<file path="src/hdl/plca_pkg.sv">
`default_nettype none

package plca_pkg;

    // widths.
    localparam int NODE_ID_W  = 8;    // node ids, node count and cur_id.
    localparam int NIBBLE_W   = 4;    // mii data nibble.
    localparam int CMD_W      = 2;    // decoded rx command.
    localparam int APB_ADDR_W = 8;    // apb byte address.

    // indication nibbles, sent with TX_EN low and TX_ER high.
    localparam logic [NIBBLE_W-1:0] BEACON_NIBBLE = 4'b0010;
    localparam logic [NIBBLE_W-1:0] COMMIT_NIBBLE = 4'b0011;

    // receive command codes.
    localparam logic [CMD_W-1:0] CMD_NONE   = 2'd0;
    localparam logic [CMD_W-1:0] CMD_BEACON = 2'd1;
    localparam logic [CMD_W-1:0] CMD_COMMIT = 2'd2;

    // register byte offsets.
    localparam logic [APB_ADDR_W-1:0] REG_CTRL   = 8'h00;    // plca_en.
    localparam logic [APB_ADDR_W-1:0] REG_CONFIG = 8'h04;    // local id and node count.
    localparam logic [APB_ADDR_W-1:0] REG_STATUS = 8'h08;    // cur_id and overflow.

    // register reset values. enable resets to 0.
    localparam logic [NODE_ID_W-1:0] RST_NODE_COUNT = 8'd8;
    localparam logic [NODE_ID_W-1:0] RST_LOCAL_ID   = 8'd255;    // unassigned follower.

endpackage

`default_nettype wire

</file>
<file path="src/hdl/plca_apb_regs.sv">
`timescale 1ns/1ps
`default_nettype none

module plca_apb_regs (
    input  wire                             TX_CLK,
    input  wire                             reset,
    input  wire                             psel,
    input  wire                             penable,
    input  wire                             pwrite,
    input  wire [plca_pkg::APB_ADDR_W-1:0]  paddr,
    input  wire [31:0]                      pwdata,
    input  wire [plca_pkg::NODE_ID_W-1:0]   cur_id,
    input  wire                             overflow_set,
    output logic [31:0]                     prdata,
    output logic                            pready,
    output logic                            pslverr,
    output logic                            plca_en,
    output logic [plca_pkg::NODE_ID_W-1:0]  local_node_id,
    output logic [plca_pkg::NODE_ID_W-1:0]  node_count
);
    import plca_pkg::*;

    logic access;      // access phase.
    logic addr_ok;     // address is in the map.
    logic wr_en;       // completed write.
    logic overflow;    // sticky delay line overflow.

    assign access  = psel && penable;
    assign addr_ok = (paddr == REG_CTRL) || (paddr == REG_CONFIG) || (paddr == REG_STATUS);
    assign wr_en   = access && pwrite && addr_ok;
    assign pready  = 1'b1;                  // zero wait states.
    assign pslverr = access && !addr_ok;    // unlisted address.

    // read word mux.
    always_comb
    begin
        case (paddr)
            REG_CTRL:   prdata = {31'd0, plca_en};
            REG_CONFIG: prdata = {{(32 - 2 * NODE_ID_W){1'b0}}, node_count, local_node_id};
            REG_STATUS: prdata = {{(31 - NODE_ID_W){1'b0}}, overflow, cur_id};
            default:    prdata = 32'd0;
        endcase
    end

    always_ff @(posedge TX_CLK)
    begin
        if (reset)
        begin
            plca_en       <= 1'b0;
            local_node_id <= RST_LOCAL_ID;
            node_count    <= RST_NODE_COUNT;
            overflow      <= 1'b0;
        end
        else
        begin
            if (wr_en && paddr == REG_CTRL)
            begin
                plca_en <= pwdata[0];
            end
            if (wr_en && paddr == REG_CONFIG)
            begin
                local_node_id <= pwdata[NODE_ID_W-1:0];
                node_count    <= pwdata[2*NODE_ID_W-1:NODE_ID_W];
            end
            if (overflow_set)
            begin
                overflow <= 1'b1;    // a new drop wins over the clear.
            end
            else if (wr_en && paddr == REG_STATUS && pwdata[8])
            begin
                overflow <= 1'b0;    // write 1 to clear.
            end
        end
    end

endmodule

`default_nettype wire

</file>
<file path="src/hdl/plca_rx_decode.sv">
`timescale 1ns/1ps
`default_nettype none

module plca_rx_decode (
    input  wire                            TX_CLK,
    input  wire                            reset,
    input  wire [plca_pkg::NIBBLE_W-1:0]   RXD,
    input  wire                            RX_DV,
    input  wire                            RX_ER,
    output logic [plca_pkg::CMD_W-1:0]     rx_cmd,
    output logic                           receiving
);
    import plca_pkg::*;

    logic [CMD_W-1:0] cmd_next;    // decode of the current sample.

    // indications only exist with RX_DV low and RX_ER high.
    always_comb
    begin
        cmd_next = CMD_NONE;
        if (!RX_DV && RX_ER)
        begin
            case (RXD)
                BEACON_NIBBLE: cmd_next = CMD_BEACON;
                COMMIT_NIBBLE: cmd_next = CMD_COMMIT;
                default:       cmd_next = CMD_NONE;    // reserved codes.
            endcase
        end
    end

    always_ff @(posedge TX_CLK)
    begin
        if (reset)
        begin
            rx_cmd    <= CMD_NONE;
            receiving <= 1'b0;
        end
        else
        begin
            rx_cmd    <= cmd_next;
            receiving <= RX_DV || (cmd_next == CMD_COMMIT);    // data or held commit.
        end
    end

endmodule

`default_nettype wire

</file>
<file path="src/hdl/plca_to_timer.sv">
`timescale 1ns/1ps
`default_nettype none

module plca_to_timer #(
    parameter int beacon_cycles = 5,
    parameter int to_cycles     = 8
) (
    input  wire  TX_CLK,
    input  wire  reset,
    input  wire  timer_start_beacon,
    input  wire  timer_start_to,
    output logic timer_done
);
    // counter sized for the longer of the two intervals.
    localparam int max_cycles = (beacon_cycles > to_cycles) ? beacon_cycles : to_cycles;
    localparam int cnt_w      = $clog2(max_cycles + 1);

    logic [cnt_w-1:0] count;     // cycles left before done.
    logic             active;    // an interval is running.

    // done shows in the cycle the count reaches zero.
    assign timer_done = active && (count == '0);

    always_ff @(posedge TX_CLK)
    begin
        if (reset)
        begin
            count  <= '0;
            active <= 1'b0;
        end
        else if (timer_start_beacon)
        begin
            count  <= cnt_w'(beacon_cycles - 1);    // done lands beacon_cycles later.
            active <= 1'b1;
        end
        else if (timer_start_to)
        begin
            count  <= cnt_w'(to_cycles - 1);
            active <= 1'b1;
        end
        else if (active)
        begin
            if (count == '0)
            begin
                active <= 1'b0;    // single done pulse.
            end
            else
            begin
                count <= count - 1'b1;
            end
        end
    end

endmodule

`default_nettype wire

</file>
<file path="src/hdl/plca_control_fsm.sv">
`timescale 1ns/1ps
`default_nettype none

module plca_control_fsm (
    input  wire                             TX_CLK,
    input  wire                             reset,
    input  wire                             plca_en,
    input  wire [plca_pkg::NODE_ID_W-1:0]   local_node_id,
    input  wire [plca_pkg::NODE_ID_W-1:0]   node_count,
    input  wire [plca_pkg::CMD_W-1:0]       rx_cmd,
    input  wire                             receiving,
    input  wire                             timer_done,
    input  wire                             packet_pending,
    input  wire                             tx_done,
    output logic                            timer_start_beacon,
    output logic                            timer_start_to,
    output logic                            send_beacon,
    output logic                            send_commit,
    output logic                            transmit,
    output logic [plca_pkg::NODE_ID_W-1:0]  cur_id
);
    import plca_pkg::*;

    localparam logic [3:0] DISABLE     = 4'd0;
    localparam logic [3:0] RESYNC      = 4'd1;
    localparam logic [3:0] SEND_BEACON = 4'd2;
    localparam logic [3:0] SYNCING     = 4'd3;
    localparam logic [3:0] WAIT_TO     = 4'd4;
    localparam logic [3:0] RECEIVE     = 4'd5;
    localparam logic [3:0] COMMIT      = 4'd6;
    localparam logic [3:0] TRANSMIT    = 4'd7;
    localparam logic [3:0] NEXT_TX_OP  = 4'd8;

    logic [3:0]         state;
    logic [3:0]         next_state;
    logic [NODE_ID_W:0] next_id;        // one wider so 255 + 1 does not wrap.
    logic               coordinator;    // node 0 owns the beacon.
    logic               clear_id;
    logic               step_id;

    assign coordinator = (local_node_id == '0);
    assign next_id     = cur_id + 1'b1;

    assign send_beacon = (state == SEND_BEACON);
    assign send_commit = (state == COMMIT);    // exactly one cycle.
    assign transmit    = (state == TRANSMIT);

    // timer starts are issued on the transition into a timed state.
    always_comb
    begin
        next_state         = state;
        timer_start_beacon = 1'b0;
        timer_start_to     = 1'b0;
        clear_id           = 1'b0;
        step_id            = 1'b0;
        if (!plca_en)
        begin
            next_state = DISABLE;
        end
        else if (!coordinator && rx_cmd == CMD_BEACON && state != TRANSMIT)
        begin
            next_state = SYNCING;    // follower locks to any beacon.
        end
        else
        begin
            case (state)
                DISABLE:
                begin
                    if (coordinator)
                    begin
                        next_state         = SEND_BEACON;
                        timer_start_beacon = 1'b1;
                    end
                    else
                    begin
                        next_state = RESYNC;
                    end
                end
                RESYNC: next_state = RESYNC;    // left only by a received beacon.
                SEND_BEACON:
                begin
                    if (timer_done)
                    begin
                        next_state     = WAIT_TO;    // coordinator starts slot 0 at once.
                        timer_start_to = 1'b1;
                        clear_id       = 1'b1;
                    end
                end
                SYNCING:
                begin
                    next_state     = WAIT_TO;    // beacon has ended here.
                    timer_start_to = 1'b1;
                    clear_id       = 1'b1;
                end
                WAIT_TO:
                begin
                    if (cur_id == local_node_id && packet_pending)
                    begin
                        next_state = COMMIT;
                    end
                    else if (receiving)
                    begin
                        next_state = RECEIVE;    // another node took the slot.
                    end
                    else if (timer_done)
                    begin
                        next_state = NEXT_TX_OP;
                    end
                end
                RECEIVE:
                begin
                    if (!receiving)
                    begin
                        next_state = NEXT_TX_OP;
                    end
                end
                COMMIT: next_state = TRANSMIT;
                TRANSMIT:
                begin
                    if (tx_done)
                    begin
                        next_state = NEXT_TX_OP;
                    end
                end
                NEXT_TX_OP:
                begin
                    if (coordinator && next_id >= node_count)
                    begin
                        next_state         = SEND_BEACON;    // cycle complete.
                        timer_start_beacon = 1'b1;
                        clear_id           = 1'b1;
                    end
                    else
                    begin
                        next_state     = WAIT_TO;
                        timer_start_to = 1'b1;
                        step_id        = 1'b1;
                    end
                end
                default: next_state = DISABLE;
            endcase
        end
    end

    always_ff @(posedge TX_CLK)
    begin
        if (reset)
        begin
            state  <= DISABLE;
            cur_id <= '0;
        end
        else
        begin
            state <= next_state;
            if (!plca_en || clear_id)
            begin
                cur_id <= '0;
            end
            else if (step_id)
            begin
                cur_id <= next_id[NODE_ID_W-1:0];    // follower wraps freely.
            end
        end
    end

endmodule

`default_nettype wire

</file>
<file path="src/hdl/plca_tx_data.sv">
`timescale 1ns/1ps
`default_nettype none

module plca_tx_data #(
    parameter int delay_depth = 32
) (
    input  wire                            TX_CLK,
    input  wire                            reset,
    input  wire [plca_pkg::NIBBLE_W-1:0]   mac_txd,
    input  wire                            mac_tx_en,
    input  wire                            mac_tx_er,
    input  wire                            send_beacon,
    input  wire                            send_commit,
    input  wire                            transmit,
    output logic                           packet_pending,
    output logic                           tx_done,
    output logic                           overflow_set,
    output logic                           mac_crs,
    output logic [plca_pkg::NIBBLE_W-1:0]  TXD,
    output logic                           TX_EN,
    output logic                           TX_ER
);
    import plca_pkg::*;

    localparam int ptr_w = (delay_depth > 1) ? $clog2(delay_depth) : 1;
    localparam int cnt_w = $clog2(delay_depth + 1);

    logic [NIBBLE_W:0]  line_mem [delay_depth];    // {er, nibble}.
    logic [ptr_w-1:0]   wr_ptr;
    logic [ptr_w-1:0]   rd_ptr;
    logic [cnt_w-1:0]   fill;                      // nibbles held.
    logic               wr_en;
    logic               rd_en;
    logic [NIBBLE_W:0]  rd_word;

    assign wr_en        = mac_tx_en && (fill != cnt_w'(delay_depth));
    assign rd_en        = transmit && (fill != '0);
    assign overflow_set = mac_tx_en && (fill == cnt_w'(delay_depth));    // nibble dropped.
    assign tx_done      = transmit && (fill == '0) && !mac_tx_en;       // line drained.
    assign rd_word      = line_mem[rd_ptr];

    always_ff @(posedge TX_CLK)
    begin
        if (wr_en)
        begin
            line_mem[wr_ptr] <= {mac_tx_er, mac_txd};
        end
    end

    // circular pointers and frame bookkeeping.
    always_ff @(posedge TX_CLK)
    begin
        if (reset)
        begin
            wr_ptr         <= '0;
            rd_ptr         <= '0;
            fill           <= '0;
            packet_pending <= 1'b0;
            mac_crs        <= 1'b0;
        end
        else
        begin
            if (wr_en)
            begin
                wr_ptr <= (wr_ptr == ptr_w'(delay_depth - 1)) ? '0 : wr_ptr + 1'b1;
            end
            if (rd_en)
            begin
                rd_ptr <= (rd_ptr == ptr_w'(delay_depth - 1)) ? '0 : rd_ptr + 1'b1;
            end
            fill <= fill + cnt_w'(wr_en) - cnt_w'(rd_en);
            if (tx_done)
            begin
                packet_pending <= 1'b0;
            end
            else if (wr_en)
            begin
                packet_pending <= 1'b1;    // from the first stored nibble.
            end
            mac_crs <= packet_pending || wr_en;    // drops one cycle after TX_EN.
        end
    end

    // mii transmit mux, registered.
    always_ff @(posedge TX_CLK)
    begin
        if (reset)
        begin
            TXD   <= '0;
            TX_EN <= 1'b0;
            TX_ER <= 1'b0;
        end
        else if (send_beacon)
        begin
            TXD   <= BEACON_NIBBLE;
            TX_EN <= 1'b0;
            TX_ER <= 1'b1;
        end
        else if (send_commit)
        begin
            TXD   <= COMMIT_NIBBLE;
            TX_EN <= 1'b0;
            TX_ER <= 1'b1;
        end
        else if (rd_en)
        begin
            TXD   <= rd_word[NIBBLE_W-1:0];    // replayed frame.
            TX_EN <= 1'b1;
            TX_ER <= rd_word[NIBBLE_W];
        end
        else
        begin
            TXD   <= '0;    // idle.
            TX_EN <= 1'b0;
            TX_ER <= 1'b0;
        end
    end

endmodule

`default_nettype wire

</file>
<file path="src/hdl/plca_rs.sv">
`timescale 1ns/1ps
`default_nettype none

module plca_rs #(
    parameter int beacon_cycles = 5,     // beacon length in cycles.
    parameter int to_cycles     = 8,     // empty opportunity wait.
    parameter int delay_depth   = 32     // delay line nibbles.
) (
    input  wire                             TX_CLK,
    input  wire                             reset,
    input  wire                             psel,
    input  wire                             penable,
    input  wire                             pwrite,
    input  wire [plca_pkg::APB_ADDR_W-1:0]  paddr,
    input  wire [31:0]                      pwdata,
    output logic [31:0]                     prdata,
    output logic                            pready,
    output logic                            pslverr,
    input  wire [plca_pkg::NIBBLE_W-1:0]    mac_txd,
    input  wire                             mac_tx_en,
    input  wire                             mac_tx_er,
    output logic                            mac_crs,
    input  wire [plca_pkg::NIBBLE_W-1:0]    RXD,
    input  wire                             RX_DV,
    input  wire                             RX_ER,
    output logic [plca_pkg::NIBBLE_W-1:0]   TXD,
    output logic                            TX_EN,
    output logic                            TX_ER
);
    import plca_pkg::*;

    // configuration and status.
    logic                 plca_en;
    logic [NODE_ID_W-1:0] local_node_id;
    logic [NODE_ID_W-1:0] node_count;
    logic [NODE_ID_W-1:0] cur_id;
    logic                 overflow_set;

    // receive indications.
    logic [CMD_W-1:0]     rx_cmd;
    logic                 receiving;

    // fsm handshakes.
    logic                 timer_start_beacon;
    logic                 timer_start_to;
    logic                 timer_done;
    logic                 send_beacon;
    logic                 send_commit;
    logic                 transmit;
    logic                 packet_pending;
    logic                 tx_done;

    plca_apb_regs apb_regs_i (.*);

    plca_rx_decode rx_decode_i (.*);

    plca_to_timer #(
        .beacon_cycles (beacon_cycles),
        .to_cycles     (to_cycles)
    ) to_timer_i (.*);

    plca_control_fsm control_fsm_i (.*);

    plca_tx_data #(
        .delay_depth (delay_depth)
    ) tx_data_i (.*);

endmodule

`default_nettype wire

</file>
<file path="config.mk">
export PLATFORM = sky130hd
export DESIGN_NAME = plca_rs
export DESIGN_NICKNAME = d
export VERILOG_FILES = /design/src/hdl/plca_pkg.sv /design/src/hdl/plca_apb_regs.sv /design/src/hdl/plca_rx_decode.sv /design/src/hdl/plca_to_timer.sv /design/src/hdl/plca_control_fsm.sv /design/src/hdl/plca_tx_data.sv /design/src/hdl/plca_rs.sv
export SDC_FILE = /design/constraint.sdc
export NUM_CORES = 1
export LEC_CHECK = 0
export ABC_AREA = 0
export ABC_CLOCK_PERIOD_IN_PS = 9700
export BUFFER_PORTS_ARGS = -buffer_cell sky130_fd_sc_hd__clkbuf_2
export CELL_PAD_IN_SITES_DETAIL_PLACEMENT = 1
export CELL_PAD_IN_SITES_GLOBAL_PLACEMENT = 1
export CORE_AREA = 2 2 143 145
export CTS_CLUSTER_DIAMETER = 60
export DETAILED_ROUTE_END_ITERATION = 10
export DIE_AREA = 0 0 145 147
export GPL_ROUTABILITY_DRIVEN = 0
export PLACE_DENSITY_LB_ADDON = 0.05
export SLEW_MARGIN = 10
export SYNTH_ARGS = -nofsm -noshare
export SYNTH_HDL_FRONTEND = slang
export SYNTH_SLANG_ARGS = --single-unit
export TNS_END_PERCENT = 10
</file>
<file path="constraint.sdc">
create_clock -name TX_CLK -period 9.7 [get_ports TX_CLK]
set_input_delay 1.455 -clock TX_CLK [delete_from_list [all_inputs] [get_ports TX_CLK]]
set_output_delay 1.455 -clock TX_CLK [all_outputs]
set_load 0.02 [all_outputs]
</file>
After elaboration in Yosys (flattened, before gate mapping)
Memories as Yosys holds them, arrays and structs flattened. A register that Yosys moved wholly into a read port is not among the register bits.
Index checks and enable logic that the tools add are counted.
{"block": "word_totals", "ff_bits": 62, "mem_bits_rw": 160, "in_bits": 57, "out_inout_bits": 41, "wordCells": 168, "memories": 1}
{"block": "classes", "n_addsub": 6, "magnitude_cmp": 1, "n_eq_ne": 30, "mux": 52, "bitwise_logic": 3, "reduce_logical": 52}
{"name": "tx_data_i.line_mem", "depth": 32, "word_bits": 5, "rd": 1, "rd_ports_with_merged_regs": 1, "write_ports": 1, "line": "plca_tx_data.sv:28", "source": "logic [NIBBLE_W:0] line_mem [delay_depth];"}
{"cell": "case mux 16 bit (3 select lines)", "n": 1}
{"cell": "case mux 4 bit (9 select lines)", "n": 1}
{"cell": "two-way mux 1 bit", "n": 25}
{"cell": "two-way mux 4 bit", "n": 6}
{"cell": "two-way mux 5 bit", "n": 4}
{"cell": "logical AND 1 bit", "n": 19}
{"cell": "== test 4 x 2 -> 1 bit (second input constant)", "n": 4}
{"cell": "== test 4 x 3 -> 1 bit (second input constant)", "n": 4}
{"cell": "logical NOT 8 bit", "n": 2}
{"cell": "two-way mux 3 bit", "n": 5}
{"cell": "two-way mux 2 bit", "n": 6}
{"cell": "adder 5 x 1 -> 5 bit (second input constant)", "n": 2}
{"cell": "== test 5 bit (second input constant)", "n": 2}
{"cell": "OR reduction 2 bit", "n": 5}
{"cell": "adder 8 x 1 -> 9 bit (second input constant)", "n": 1}
{"cell": "greater-or-equal comparator 9 x 8 -> 1 bit", "n": 1}
{"cell": "OR reduction 3 bit", "n": 3}
{"cell": "== test 8 x 3 -> 1 bit (second input constant)", "n": 1}
{"cell": "== test 8 x 4 -> 1 bit (second input constant)", "n": 1}
{"cell": "== test 8 bit", "n": 1}
{"cell": "logical NOT 4 bit", "n": 2}
{"cell": "AND reduction 4 bit", "n": 2}
{"cell": "adder 6 x 1 -> 6 bit", "n": 1}
{"cell": "== test 6 bit (second input constant)", "n": 1}
{"cell": "other kinds (27)", "n": 44}

Logic depth before layout (Yosys ltp)
Gate-level depths: netlist of run 1.
{"block": "depth", "ltp_word": 9, "depth_mapped": 17, "depth_no_buf": 16}

By module
A second synthesis of run 1 with hierarchy kept.
{"block": "unflattened", "hier_cells": 807, "area_unflattened_um2": 10636.5}
{"module": "plca_tx_data", "n_inst": 1, "cells_per_inst": 450, "area_per_inst_um2": 7683.6, "seq_area_each_um2": 5385.2}
{"module": "plca_control_fsm", "n_inst": 1, "cells_per_inst": 178, "area_per_inst_um2": 1425.1, "seq_area_each_um2": 240.2}
{"module": "plca_apb_regs", "n_inst": 1, "cells_per_inst": 141, "area_per_inst_um2": 1152.4, "seq_area_each_um2": 360.3}
{"module": "plca_to_timer", "n_inst": 1, "cells_per_inst": 29, "area_per_inst_um2": 259.0, "seq_area_each_um2": 100.1}
{"module": "plca_rx_decode", "n_inst": 1, "cells_per_inst": 9, "area_per_inst_um2": 116.4, "seq_area_each_um2": 60.1}

Worst setup path before layout of run 1
Ideal clock, no wire load.
{"block": "synth_timing", "kind": "input-to-output", "startpoint": "input paddr[5] (netlist bit)", "endpoint": "output prdata[1]", "arrival_ps": 2758, "required_time_ps": 8245, "path_slack_ps": 5487, "path_stages": 4, "n_path_buf": 0, "path_cell_list": "nor4_1 -> nand2_1 -> nor3b_1 -> a22o_1"}
{"block": "synth_between", "elab_chain_len": 2, "elab_cells_between_ends": 4, "classes_between": "eq/ne (2); mux (1); reduce/logical (1)"}
{"item": "start: declaration", "line": "plca_rs.sv:14", "source": "input wire [plca_pkg::APB_ADDR_W-1:0] paddr,"}
{"item": "== test 8 x 4 -> 1 bit (tied with other cells)", "line": "plca_apb_regs.sv:37", "source": "case (paddr)"}
{"item": "case mux 16 bit (3 select lines) (*)", "line": "plca_apb_regs.sv:37"}
{"item": "end: declaration", "line": "plca_rs.sv:16", "source": "output logic [31:0] prdata,"}
Every way passes the cells marked *; elsewhere a longest branch is shown, timed or not.

Worst setup path after layout of run 1
{"block": "layout_timing", "startpoint": "input paddr[5] (netlist bit)", "endpoint": "output prdata[8]"}
The elaborated chain is that of the path after synthesis.

==> summary.md, run 1 <==
| Metric | Value |
|---|---|
| Post_cts resized | `0` |
| Comb pwr share | `7.4%` |
| WL final | `24400 µm` |
| Vias in the first global route | `6816` |
| Final ANT Viol Nets | `0` |
| Hold Startpoint | `apb_regs_i.node_count[5]$_SDFFE_PP0P_` |
| Fin Setup TNS | `0 ns` |
| PortBufs | `64` |
| Detailed-route via count | `6384` |
| Mapped Cells | `774` |
| Pleak | `3.92 nW` |
| Worst setup SP type | `primary input` |
| Primary FF master, synth | `edfxtp_1` |
| Status | `finished, final reports clean` |
| Ant. Diodes | `0` |
| Area leader, netlist | `edfxtp_1` |
| Power density over the cells | `191 nW/µm²` |
| Area contributors post-synth | `edfxtp_1, dfxtp_1, mux4_2` |
| Worst-margin pin slew | `1.10 ns` |
| Setup ws final | `4.72 ns` |
| Clk pwr share | `43.2%` |
| Fin. Hold Viols | `0` |
| Clock skew | `0.0164 ns` |
| Synth Cell Area | `10100 µm²` |
| Global routing usage on met1 | `30.4%` |
| Tot Pwr | `2.16 mW` |
| Postcts setup bufs | `0` |
| Maxcap violations | `0` |
| Via density | `5.74` |
| Post-synthesis compound-gate area fraction | `6.61%` |
| Area grow syn2layout | `12.2%` |
| Async S/R FF share, synth | `0%` |
| Yosys reg bits | `227` |
| Die Width | `145 µm` |
| Worst path required time | `8.25 ns` |
| Commonest non-fill, non-tap cell in the layout | `edfxtp_1` |
| FMAX | `0.201 GHz` |
| Reg power frac | `49.4%` |
| Worst skew pair latency | `0.52 ns` |
| Hold buffers post-CTS | `0` |
| NetSw | `489 µW` |
| GRT Overall Usage | `23.4%` |
| WL/cell | `21.9 µm` |
| Ports | `98` |
| CTS root buffer | `clkbuf_16` |
| Die area | `21300 µm²` |
| Ratio of cells with drive above 1 in the final layout | `19.5%` |
| Crit path capture type | `primary output` |
| Hold Path Depth | `2` |
| FF-to-FF Start | `control_fsm_i.cur_id[2]$_SDFFE_PP0P_` |
| Period utilization | `51.3%` |
| Crit path DAT | `3.52 ns` |
| First-pass GRT wire length | `38500 µm` |
| Max Slew Vio Count | `0` |
| Max Fanout on Critical Path | `12` |
| Nets | `909` |
| Syn avg cell area | `13.1 µm²` |
| Worst reg2reg setup slack | `6.04 ns` |
| Clock-pin slew on the worst setup and hold paths | `0.06 ns` |
| DP HPWL | `16200 µm` |
| Switching Fraction | `22.6%` |
| Hold endpoint | `apb_regs_i.node_count[5]$_SDFFE_PP0P_` |
| GRT overflow | `0` |
| # setup viols final | `0` |
| Initial DRC count | `567` |
| Worst hold path type | `flip-flop to flip-flop` |
| R2R cell count | `12` |
| Most frequent cells in the layout | `edfxtp_1, nor2_1, dfxtp_1` |
| YS warnings | `0` |
| Largest net degree at the start of global routing | `45` |
| H-Tree Depth | `1` |
| Busiest grt layer | `met2` |
| Clock Path Buffers | `3` |
| Die Y | `147 µm` |
| Crit path time final | `4.98 ns` |
| Crit path kind | `primary input to primary output` |
| Initial antenna violation count | `0` |
| Initial Util | `50.9%` |
| Clock sinks | `227` |
| Router iterations before antenna repair | `5` |
| Post-Synth Adder-Cell Area | `3.42%` |
| Post-synth top area share | `47.6%` |
| Int Pwr | `1.67 mW` |
| Core area | `19800 µm²` |
| Xor-xnor portion of the synthesized cell area | `1.73%` |
| Synth Area in Simple Gates | `12.4%` |
| Synth cell types | `68` |
| Setup WS pre-CTS | `4.74 ns` |
| Largest family of logic cells by synthesized area | `simple AND/OR/NAND/NOR gates` |
| TritonCTS Buffers | `24` |
| Post-synthesis sequential area ratio | `60.8%` |
| Worst reg2reg path endpoint | `control_fsm_i.cur_id[2]$_SDFFE_PP0P_` |
| Slew headroom | `26.6%` |
| Num rows | `52` |
| TritonCTS clock tree | `built` |
| RSZ-0062 raised after global routing | `false` |
| Fill count | `2005` |
| Drt drc | `0` |
| Number of synthesized flops with an enable pin | `160` |
| Met2 Use GR | `41.4%` |
| Multiplexer share of the synthesized area | `10.6%` |
| Peak VDD IR | `152 µV` |
| Met3 usage | `3.70%` |
metrics by stage:
stage          util (%)  instances  hold slack [ns]  instance area [µm²]
3_5_place_dp       53.1       1069            0.449                10500
4_1_cts            57.1       1113            0.457                11300
6_report           57.1       1113            0.454                11300
2_1_floorplan         -        789            0.436                10200
3_3_place_gp       53.1       1069            0.445                10500
5_1_grt            57.1       1113            0.478                11300
power by group through the flow:
stage / sequential, mW / combinational (mW) / clock [mW]
detailed placement: 1.09 / 0.162 / 0
floorplan: 1.08 / 0.110 / 0
finish: 1.07 / 0.161 / 0.934
CTS: 1.07 / 0.164 / 0.952
global route: 1.07 / 0.184 / 0.984
global placement: 1.09 / 0.152 / 0
synth_stat cells, drive strengths merged, types with 2 or more instances:
cell / number
nor4: 8
nand3b: 14
nand2: 62
nand3: 18
a31oi: 8
mux2: 2
o211ai: 4
xnor2: 16
buf: 35
nor3: 10
or4: 5
mux4: 41
clkinv: 2
edfxtp: 160
ha: 26
and3: 5
inv: 30
o21bai: 2
nor4bb: 2
or3: 9
or3b: 2
a211oi: 6
o21ai: 20
nand2b: 7
a22o: 8
dfxtp: 67
a22oi: 3
nand4: 4
a21oi: 43
xor2: 4
mux2i: 12
nor2: 78
and2: 2
nor4b: 3
or2: 2
conb: 2
nor2b: 6
nor3b: 4
clkbuf: 23
layer usage:
| layer | vias to the layer above | routed length [µm] |
|---|---|---|
| li1 | 2950 | - |
| met1 | 3227 | 10400 |
| met2 | 168 | 12300 |
| met3 | 39 | 1180 |
| met4 | 0 | 503 |
| met5 | - | 0 |
logic make-up after synthesis:
family          after synthesis
compound gates              108
flops                       227
xor+xnor                     20
other cells                   2
buf+inv                      90
mux                          55
simple gates                245
fa+ha+maj                    27
worst max-delay path by stage:
| stage | end | startpoint | cells past startpoint |
|---|---|---|---|
| after floorplan | prdata[1] | paddr[5] | 4 |
| after global placement | prdata[8] | paddr[5] | 6 |
| after detailed placement | prdata[4] | paddr[5] | 6 |
| after CTS | prdata[8] | paddr[5] | 6 |
| after global routing | prdata[8] | paddr[5] | 6 |
| final | prdata[8] | paddr[5] | 6 |
cell type report:
| type | count | area (µm²) | area share (%) |
|---|---|---|---|
| Timing Repair Buffer | 68 | 350 | 3.09 |
| Inverter | 32 | 120 | 1.06 |
| Clock buffer | 28 | 647 | 5.71 |
| Tap cell | 270 | 338 | 2.98 |
| Multi-Input combinational cell | 472 | 3580 | 31.5 |
| Clock inverter | 16 | 158 | 1.39 |
| Sequential cell | 227 | 6150 | 54.2 |
critical path, stage by stage:
cell	delay, ns
clkbuf_2	0.08
nor4_1	0.29
nand2_1	0.29
nor3b_1	0.96
a22o_1	0.27
clkbuf_2	0.17
state kept, by name (all words and copies together) (netlist names), named ones only:
| name | count |
|---|---|
| rx_decode_i.rx_cmd | 2 |
| to_timer_i.active | 1 |
| control_fsm_i.cur_id | 8 |
| tx_data_i.TX_ER | 1 |
| tx_data_i.TX_EN | 1 |
| tx_data_i.line_mem | 160 |
| to_timer_i.count | 4 |
| apb_regs_i.overflow | 1 |
| tx_data_i.TXD | 4 |
| apb_regs_i.plca_en | 1 |
| tx_data_i.rd_ptr | 5 |
| tx_data_i.packet_pending | 1 |
| apb_regs_i.local_node_id | 8 |
| tx_data_i.fill | 6 |
| tx_data_i.wr_ptr | 5 |
| apb_regs_i.node_count | 8 |
| tx_data_i.mac_crs | 1 |
| rx_decode_i.receiving | 1 |
| control_fsm_i.state | 4 |
(Power assumes the default switching activity.)
==> run 2, diff against run 1 <==
--- a/config.mk
+++ b/config.mk
@@ -6,14 +6,14 @@
 export NUM_CORES = 1
 export LEC_CHECK = 0
 export ABC_AREA = 0
-export ABC_CLOCK_PERIOD_IN_PS = 9700
+export ABC_CLOCK_PERIOD_IN_PS = 4420
 export BUFFER_PORTS_ARGS = -buffer_cell sky130_fd_sc_hd__clkbuf_2
 export CELL_PAD_IN_SITES_DETAIL_PLACEMENT = 1
 export CELL_PAD_IN_SITES_GLOBAL_PLACEMENT = 1
-export CORE_AREA = 2 2 143 145
+export CORE_AREA = 2 2 155 157
 export CTS_CLUSTER_DIAMETER = 60
 export DETAILED_ROUTE_END_ITERATION = 10
-export DIE_AREA = 0 0 145 147
+export DIE_AREA = 0 0 157 159
 export GPL_ROUTABILITY_DRIVEN = 0
 export PLACE_DENSITY_LB_ADDON = 0.05
 export SLEW_MARGIN = 10
==> constraint.sdc (replaced) <==
create_clock -name TX_CLK -period 4.42 [get_ports TX_CLK]
set_input_delay 0.663 -clock TX_CLK [delete_from_list [all_inputs] [get_ports TX_CLK]]
set_output_delay 0.663 -clock TX_CLK [all_outputs]
set_load 0.02 [all_outputs]
==> summary.md, run 2 (synthesis gave the netlist of run 1 again) <==
| Metric | Value |
|---|---|
| Final ANT Viol Nets | `0 (unchanged)` |
| H-Tree Depth | `1 (unchanged)` |
| Ports | `98 (unchanged)` |
| Initial Util | `43.6% (-7.3 points)` |
| Pleak | `3.93 nW (+0.13%)` |
| Fin Hold WS | `0.333 ns (-0.121 ns)` |
| Die area | `25000 µm² (+17%)` |
| Initial antenna violation count | `0 (unchanged)` |
| Crit path time final | `3.58 ns` |
| Clock Path Buffers | `3 (unchanged)` |
| RSZ-0062 raised after global routing | `false` |
| Setup WS pre-CTS | `0.905 ns (-3.83 ns)` |
| Fin. Hold Viols | `0 (unchanged)` |
| Largest net degree at the start of global routing | `45 (unchanged)` |
| Nets | `911 (+0.22%)` |
| Crit path DAT | `4.03 ns (+0.51 ns)` |
| PortBufs | `64 (unchanged)` |
| Comb pwr share | `7.2% (-0.2 points)` |
| Worst-margin pin slew | `1.07 ns (-0.0241 ns)` |
| Int Pwr | `3.61 mW (+120%)` |
| Detailed-route via count | `6274 (-1.7%)` |
| WL/cell | `20.3 µm (-7.2%)` |
| Postcts setup bufs | `0 (unchanged)` |
| Hold endpoint | `rx_decode_i.rx_cmd[0]$_SDFF_PP0_` |
| Fin Setup TNS | `0 ns (unchanged)` |
| Hold buffers post-CTS | `0 (unchanged)` |
| Max reg flops | `160 (unchanged)` |
| Hold Startpoint | `RXD[0]` |
| Final non-filler cell total | `1166 (+4.8%)` |
| WL final | `23700 µm (-2.7%)` |
| Status | `finished, final reports clean` |
| Worst hold path type | `primary input to flip-flop` |
| Switching Fraction | `23.7% (+1.0 points)` |
| Die Width | `157 µm (+8.3%)` |
| Drt drc | `0 (unchanged)` |
| Core Util, Final | `49.2% (-7.9 points)` |
| Crit path capture type | `flip-flop` |
| Num rows | `56 (+7.7%)` |
| Clock sinks | `227 (unchanged)` |
| Maxcap violations | `0 (unchanged)` |
| Initial DRC count | `405 (-29%)` |
| NetSw | `1.12 mW (+130%)` |
| R2R cell count | `12 (unchanged)` |
| Power density over the cells | `414 nW/µm² (+120%)` |
| FF-to-FF Start | `control_fsm_i.cur_id[0]$_SDFFE_PP0P_` |
| Core area | `23200 µm² (+17%)` |
| Clk pwr share | `43.2% (about the same)` |
| Crit path kind | `flip-flop to flip-flop` |
| Worst reg2reg path endpoint | `control_fsm_i.cur_id[4]$_SDFFE_PP0P_` |
| Clock-pin slew on the worst setup and hold paths | `0.06 ns (about the same)` |
| GRT overflow | `0 (unchanged)` |
| Clock skew | `0.0195 ns (+0.00310 ns)` |
| Worst path required time | `4.86 ns (-3.39 ns)` |
| Fill count | `2403 (+20%)` |
| Reg power frac | `49.6% (+0.2 points)` |
| Most flops, register | `tx_data_i.line_mem` |
| Router iterations before antenna repair | `4 (-1)` |
| Worst setup SP type | `flip-flop` |
| TritonCTS Buffers | `26 (+8.3%)` |
| Die Y | `159 µm (+8.2%)` |
| DP HPWL | `16000 µm (-0.97%)` |
| GRT Overall Usage | `19.4% (-3.9 points)` |
| Worst skew pair latency | `0.54 ns (+0.02 ns)` |
| Peak VDD IR | `234 µV (+53%)` |
| Max Fanout on Critical Path | `14 (+2)` |
| Ant. Diodes | `0 (unchanged)` |
| Most frequent cells in the layout | `edfxtp_1, nor2_1, dfxtp_1` |
| Via density | `5.38 (-6.2%)` |
| CTS root buffer | `clkbuf_16` |
| Vias in the first global route | `6701 (-1.7%)` |
| Placed cells | `1118 (+4.6%)` |
| Period utilization | `81.1%` |
| Max Slew Vio Count | `0 (unchanged)` |
| Post_cts resized | `0 (unchanged)` |
| # setup viols final | `0 (unchanged)` |
| Worst reg2reg setup slack | `0.84 ns (-5.20 ns)` |
| Slew headroom | `28.3% (+1.7 points)` |
| Hold Path Depth | `2 (unchanged)` |
| FMAX | `0.279 GHz` |
| Ratio of cells with drive above 1 in the final layout | `20.2% (+0.73 points)` |
| First-pass GRT wire length | `37400 µm (-2.8%)` |
| Setup ws final | `0.835 ns (-3.89 ns)` |
| TritonCTS clock tree | `built` |
| Commonest non-fill, non-tap cell in the layout | `edfxtp_1` |
| Area grow syn2layout | `13.0%` |
-- run 2: cell types whose count changed in the layout (fill, tap and decap cells not counted), moves of 2 or more --
cell	change
bufinv_16	-3
clkbuf_1	+2
clkinv_4	+4
clkbuf_16	+2
clkinv_1	-5
clkinvlp_4	+2
-- run 2: per-stage QoR --
stage               power (mW)  instance area [µm²]
floorplan                 2.62                10200
finish                    4.72                11400
detailed placement        2.73                10600
global placement          2.71                10600
global route              4.91                11400
CTS                       4.78                11400
-- run 2: how the worst max path moves through the flow --
stage	startpoint	cells past startpoint	end
3_3_place_gp	control_fsm_i.cur_id[0]$_SDFFE_PP0P_	12	control_fsm_i.cur_id[6]$_SDFFE_PP0P_
3_5_place_dp	control_fsm_i.cur_id[0]$_SDFFE_PP0P_	12	control_fsm_i.cur_id[3]$_SDFFE_PP0P_
5_1_grt	control_fsm_i.cur_id[0]$_SDFFE_PP0P_	12	control_fsm_i.cur_id[4]$_SDFFE_PP0P_
2_1_floorplan	control_fsm_i.cur_id[2]$_SDFFE_PP0P_	14	control_fsm_i.cur_id[6]$_SDFFE_PP0P_
6_report	control_fsm_i.cur_id[0]$_SDFFE_PP0P_	12	control_fsm_i.cur_id[4]$_SDFFE_PP0P_
4_1_cts	control_fsm_i.cur_id[0]$_SDFFE_PP0P_	12	control_fsm_i.cur_id[4]$_SDFFE_PP0P_
-- run 2: worst max-delay path: stages (launching register included) --
cell	delay, ns
dfxtp_1	0.51
nand3_1	0.21
or2_2	0.39
inv_1	0.07
nand3_1	0.13
xnor2_1	0.22
ha_1	0.27
nand3_1	0.11
nor2_1	0.06
or4_4	0.55
o31a_1	0.47
or3_1	0.38
a21oi_1	0.15
-- run 2: final cells by class --
type,count,area [µm²],area share [%]
Clock buffer,33,718,6.29
Timing Repair Buffer,68,350,3.07
Inverter,32,120,1.05
Clock inverter,15,104,0.910
Multi-Input combinational cell,472,3580,31.3
Tap cell,319,399,3.50
Sequential cell,227,6150,53.9
-- run 2: routing by layer --
| layer | track usage, % | vias up | part of all wire, % | wire, µm |
|---|---|---|---|---|
| met1 | 27.7 | 3153 | 45 | 10800 |
| li1 | - | 2955 | - | - |
| met3 | 2.29 | 40 | 4.5 | 1070 |
| met5 | 0 | - | 0 | 0 |
| met2 | 31.5 | 126 | 48 | 11300 |
| met4 | 5.59 | 0 | 2.2 | 519 |
-- run 2: power groups by stage --
stage / clock network, mW / logic, mW / registers (mW)
4_1_cts: 2.09 / 0.348 / 2.34
3_5_place_dp: 0 / 0.345 / 2.39
5_1_grt: 2.17 / 0.389 / 2.35
6_report: 2.04 / 0.340 / 2.34
3_3_place_gp: 0 / 0.329 / 2.38
2_1_floorplan: 0 / 0.241 / 2.38
==> run 3, diff against run 2 <==
--- a/config.mk
+++ b/config.mk
@@ -5,15 +5,15 @@
 export SDC_FILE = /design/constraint.sdc
 export NUM_CORES = 1
 export LEC_CHECK = 0
-export ABC_AREA = 0
-export ABC_CLOCK_PERIOD_IN_PS = 4420
+export ABC_AREA = 1
+export ABC_CLOCK_PERIOD_IN_PS = 3500
 export BUFFER_PORTS_ARGS = -buffer_cell sky130_fd_sc_hd__clkbuf_2
 export CELL_PAD_IN_SITES_DETAIL_PLACEMENT = 1
 export CELL_PAD_IN_SITES_GLOBAL_PLACEMENT = 1
-export CORE_AREA = 2 2 155 157
+export CORE_AREA = 2 2 151 153
 export CTS_CLUSTER_DIAMETER = 60
 export DETAILED_ROUTE_END_ITERATION = 10
-export DIE_AREA = 0 0 157 159
+export DIE_AREA = 0 0 153 155
 export GPL_ROUTABILITY_DRIVEN = 0
 export PLACE_DENSITY_LB_ADDON = 0.05
 export SLEW_MARGIN = 10
==> constraint.sdc (replaced) <==
create_clock -name TX_CLK -period 3.5 [get_ports TX_CLK]
set_input_delay 0.525 -clock TX_CLK [delete_from_list [all_inputs] [get_ports TX_CLK]]
set_output_delay 0.525 -clock TX_CLK [all_outputs]
set_load 0.02 [all_outputs]
==> summary.md, run 3 <==
| Metric | Value |
|---|---|
| Status | `finished, final reports clean` |
| Placed cells | `1292 (+16%)` |
| Pleak | `4.22 nW (+7.6%)` |
| Crit path DAT | `3.16 ns (-0.87 ns)` |
| Max Slew Vio Count | `0 (unchanged)` |
| RSZ-0062 raised after global routing | `false` |
| Async S/R FF share, synth | `0% (unchanged)` |
| Most common cell in the netlist | `nor2_1` |
| WL final | `26700 µm (+13%)` |
| Fin. Hold Viols | `0 (unchanged)` |
| Ports | `98 (unchanged)` |
| Most frequent cells in the layout | `nor2_1, edfxtp_1, o21ai_0` |
| Detailed-route via count | `7333 (+17%)` |
| Worst Setup SP | `control_fsm_i.cur_id[1]$_SDFFE_PP0P_` |
| Max Fanout on Critical Path | `9 (-5)` |
| Initial antenna violation count | `0 (unchanged)` |
| DP HPWL | `17200 µm (+7.3%)` |
| First-pass GRT wire length | `41800 µm (+12%)` |
| Area grow syn2layout | `13.9%` |
| Final non-filler cell total | `1340 (+15%)` |
| Final ANT Viol Nets | `0 (unchanged)` |
| Setup ws final | `0.735 ns (-0.101 ns)` |
| Worst hold path type | `primary input to flip-flop` |
| Crit path capture type | `flip-flop` |
| Num rows | `55 (-1.8%)` |
| Slew headroom | `43.6% (+15 points)` |
| Postcts setup bufs | `0 (unchanged)` |
| Clock skew | `0.0133 ns (-0.00615 ns)` |
| Ant. Diodes | `0 (unchanged)` |
| Maxcap violations | `0 (unchanged)` |
| CTS root buffer | `clkbuf_16` |
| Fin Setup TNS | `0 ns (unchanged)` |
| Synth cell types | `41 (-40%)` |
| Area leader, netlist | `edfxtp_1` |
| Area of the multi-input gates | `3280 µm² (-8.3%)` |
| Primary FF master, synth | `edfxtp_1` |
| Max reg flops | `160 (unchanged)` |
| Synth Cell Area | `10000 µm² (-1.0%)` |
| Worst reg2reg path endpoint | `control_fsm_i.cur_id[5]$_SDFFE_PP0P_` |
| Die area | `23700 µm² (-5.0%)` |
| Via density | `5.47 (+1.7%)` |
| Power density over the cells | `538 nW/µm² (+30%)` |
| TritonCTS Buffers | `26 (unchanged)` |
| Mapped Cells | `976 (+26%)` |
| Number of synthesized flops with an enable pin | `160 (unchanged)` |
| R2R cell count | `18 (+6)` |
| Critical path endpoint | `control_fsm_i.cur_id[5]$_SDFFE_PP0P_` |
| Peak VDD IR | `270 µV (+15%)` |
| TritonCTS clock tree | `built` |
| Crit path kind | `flip-flop to flip-flop` |
| Tot Pwr | `6.12 mW (+30%)` |
| Worst setup SP type | `flip-flop` |
| Fill count | `2507 (+4.3%)` |
| Drt drc | `0 (unchanged)` |
| Hold buffers post-CTS | `0 (unchanged)` |
| Post_cts resized | `0 (unchanged)` |
| Post-synth top area share | `48.1% (+0.49 points)` |
| Worst path required time | `3.89 ns (-0.97 ns)` |
| Area contributors post-synth | `edfxtp_1, dfxtp_1, nor2_1` |
| Core area | `22200 µm² (-4.2%)` |
| Syn avg cell area | `10.2 µm² (-22%)` |
| GRT overflow | `0 (unchanged)` |
| # setup viols final | `0 (unchanged)` |
| Ratio of cells with drive above 1 in the final layout | `12.4% (-7.8 points)` |
| Initial DRC count | `410 (+1.2%)` |
| Nets | `1119 (+23%)` |
| YS warnings | `0 (unchanged)` |
| GRT Overall Usage | `22.4% (+3.0 points)` |
| Die Y | `155 µm (-2.5%)` |
| PortBufs | `64 (unchanged)` |
| Top cells by count, synth | `nor2_1, edfxtp_1, o21ai_0` |
| Clock Path Buffers | `3 (unchanged)` |
| Register area | `6150 µm² (about the same)` |
| Router iterations before antenna repair | `4 (unchanged)` |
| WL/cell | `19.9 µm (-2.0%)` |
| H-Tree Depth | `1 (unchanged)` |
| Clock-pin slew on the worst setup and hold paths | `0.06 ns (about the same)` |
| Worst reg2reg setup slack | `0.73 ns (-0.10 ns)` |
| Largest net degree at the start of global routing | `81 (+80%)` |
| FMAX | `0.362 GHz (+30%)` |
| Vias in the first global route | `7688 (+15%)` |
| Die Width | `153 µm (-2.5%)` |
| Initial Util | `45.0% (+1.4 points)` |
| Clock sinks | `227 (unchanged)` |
| Most flops, register | `tx_data_i.line_mem` |
| Commonest non-fill, non-tap cell in the layout | `nor2_1` |
| Worst-margin pin slew | `0.846 ns (-0.228 ns)` |
| Yosys reg bits | `227 (unchanged)` |
| FF-to-FF Start | `control_fsm_i.cur_id[1]$_SDFFE_PP0P_` |
| Worst skew pair latency | `0.53 ns (about the same)` |
| Core Util, Final | `51.2% (+2.0 points)` |
| Period utilization | `79.0% (-2.1 points)` |
| Setup WS pre-CTS | `0.710 ns (-0.195 ns)` |
| Post-synthesis sequential area ratio | `61.5% (+0.63 points)` |
| Crit path time final | `2.77 ns (-0.819 ns)` |
[run 3: cell type report]
class,instances,area share (%)
flip-flops and latches,227,54.0
multi-input cells,617,28.8
clock buffers,36,6.49
repair buffers,73,3.52
well taps,285,3.13
inverters,90,2.97
clock inverters,12,1.11
[run 3: cells by family (layout without fill, tap and decap cells)]
| logic type | after synthesis | count (layout) | synth area share [%] |
|---|---|---|---|
| AO/OA/AOI/OAI | 212 | 212 | 13.0 |
| XOR/XNOR | 11 | 11 | 0.964 |
| adder cells (fa/ha/maj) | 27 | 27 | 3.45 |
| buffers and inverters | 147 | 211 | 6.28 |
| flip-flops | 227 | 227 | 61.5 |
| other | 2 | 17 | 0.0751 |
| AND/OR/NAND/NOR | 350 | 350 | 14.7 |
[run 3: worst min path at each step]
stage | start | end | slack, ns | cells past startpoint
finish | pwdata[5] | apb_regs_i.local_node_id[5]$_SDFFE_PP1P_ | 0.22 | 3
global route | pwdata[5] | apb_regs_i.local_node_id[5]$_SDFFE_PP1P_ | 0.22 | 3
CTS | pwdata[4] | apb_regs_i.local_node_id[4]$_SDFFE_PP1P_ | 0.20 | 3
detailed placement | to_timer_i.count[0]$_SDFFE_PP0P_ | to_timer_i.count[0]$_SDFFE_PP0P_ | 0.49 | 2
global placement | to_timer_i.count[0]$_SDFFE_PP0P_ | to_timer_i.count[0]$_SDFFE_PP0P_ | 0.47 | 2
floorplan | apb_regs_i.overflow$_SDFFE_PP0P_ | apb_regs_i.overflow$_SDFFE_PP0P_ | 0.44 | 2
[run 3: stage by stage]
| step | hold slack (ns) | cell area, µm² |
|---|---|---|
| after global placement | 0.473 | 10500 |
| final | 0.220 | 11400 |
| after floorplan | 0.438 | 10100 |
| after detailed placement | 0.487 | 10500 |
| after CTS | 0.203 | 11400 |
| after global routing | 0.220 | 11400 |
[run 3: critical path, cell delays in order (launching register included)]
cell     delay (ns)
dfxtp_1        0.45
ha_1           0.25
nand3_2        0.11
xor2_1         0.27
ha_1           0.30
nand2_1        0.09
nor2_1         0.05
nand2_1        0.05
nand3_1        0.06
nand2_1        0.07
nand2_1        0.05
nand2_1        0.06
nand2_1        0.09
nand2_1        0.09
nand2_2        0.08
nor2_4         0.26
inv_2          0.15
nand2_1        0.08
a21oi_1        0.06
[run 3: where the power goes]
part	total [mW]	internal (mW)	switching [mW]
Clock	2.72	1.63	1.09
Combinational	0.426	0.126	0.299
Sequential	2.98	2.94	0.0327
[run 3: layer usage]
layer  part of all wire [%]  vias up  GRT usage, %
met5                      0        -             0
met4                    2.1        0          6.26
met3                    3.4       36          3.20
met2                     52      148          42.3
met1                     42     3617          26.7
li1                       -     3532             -
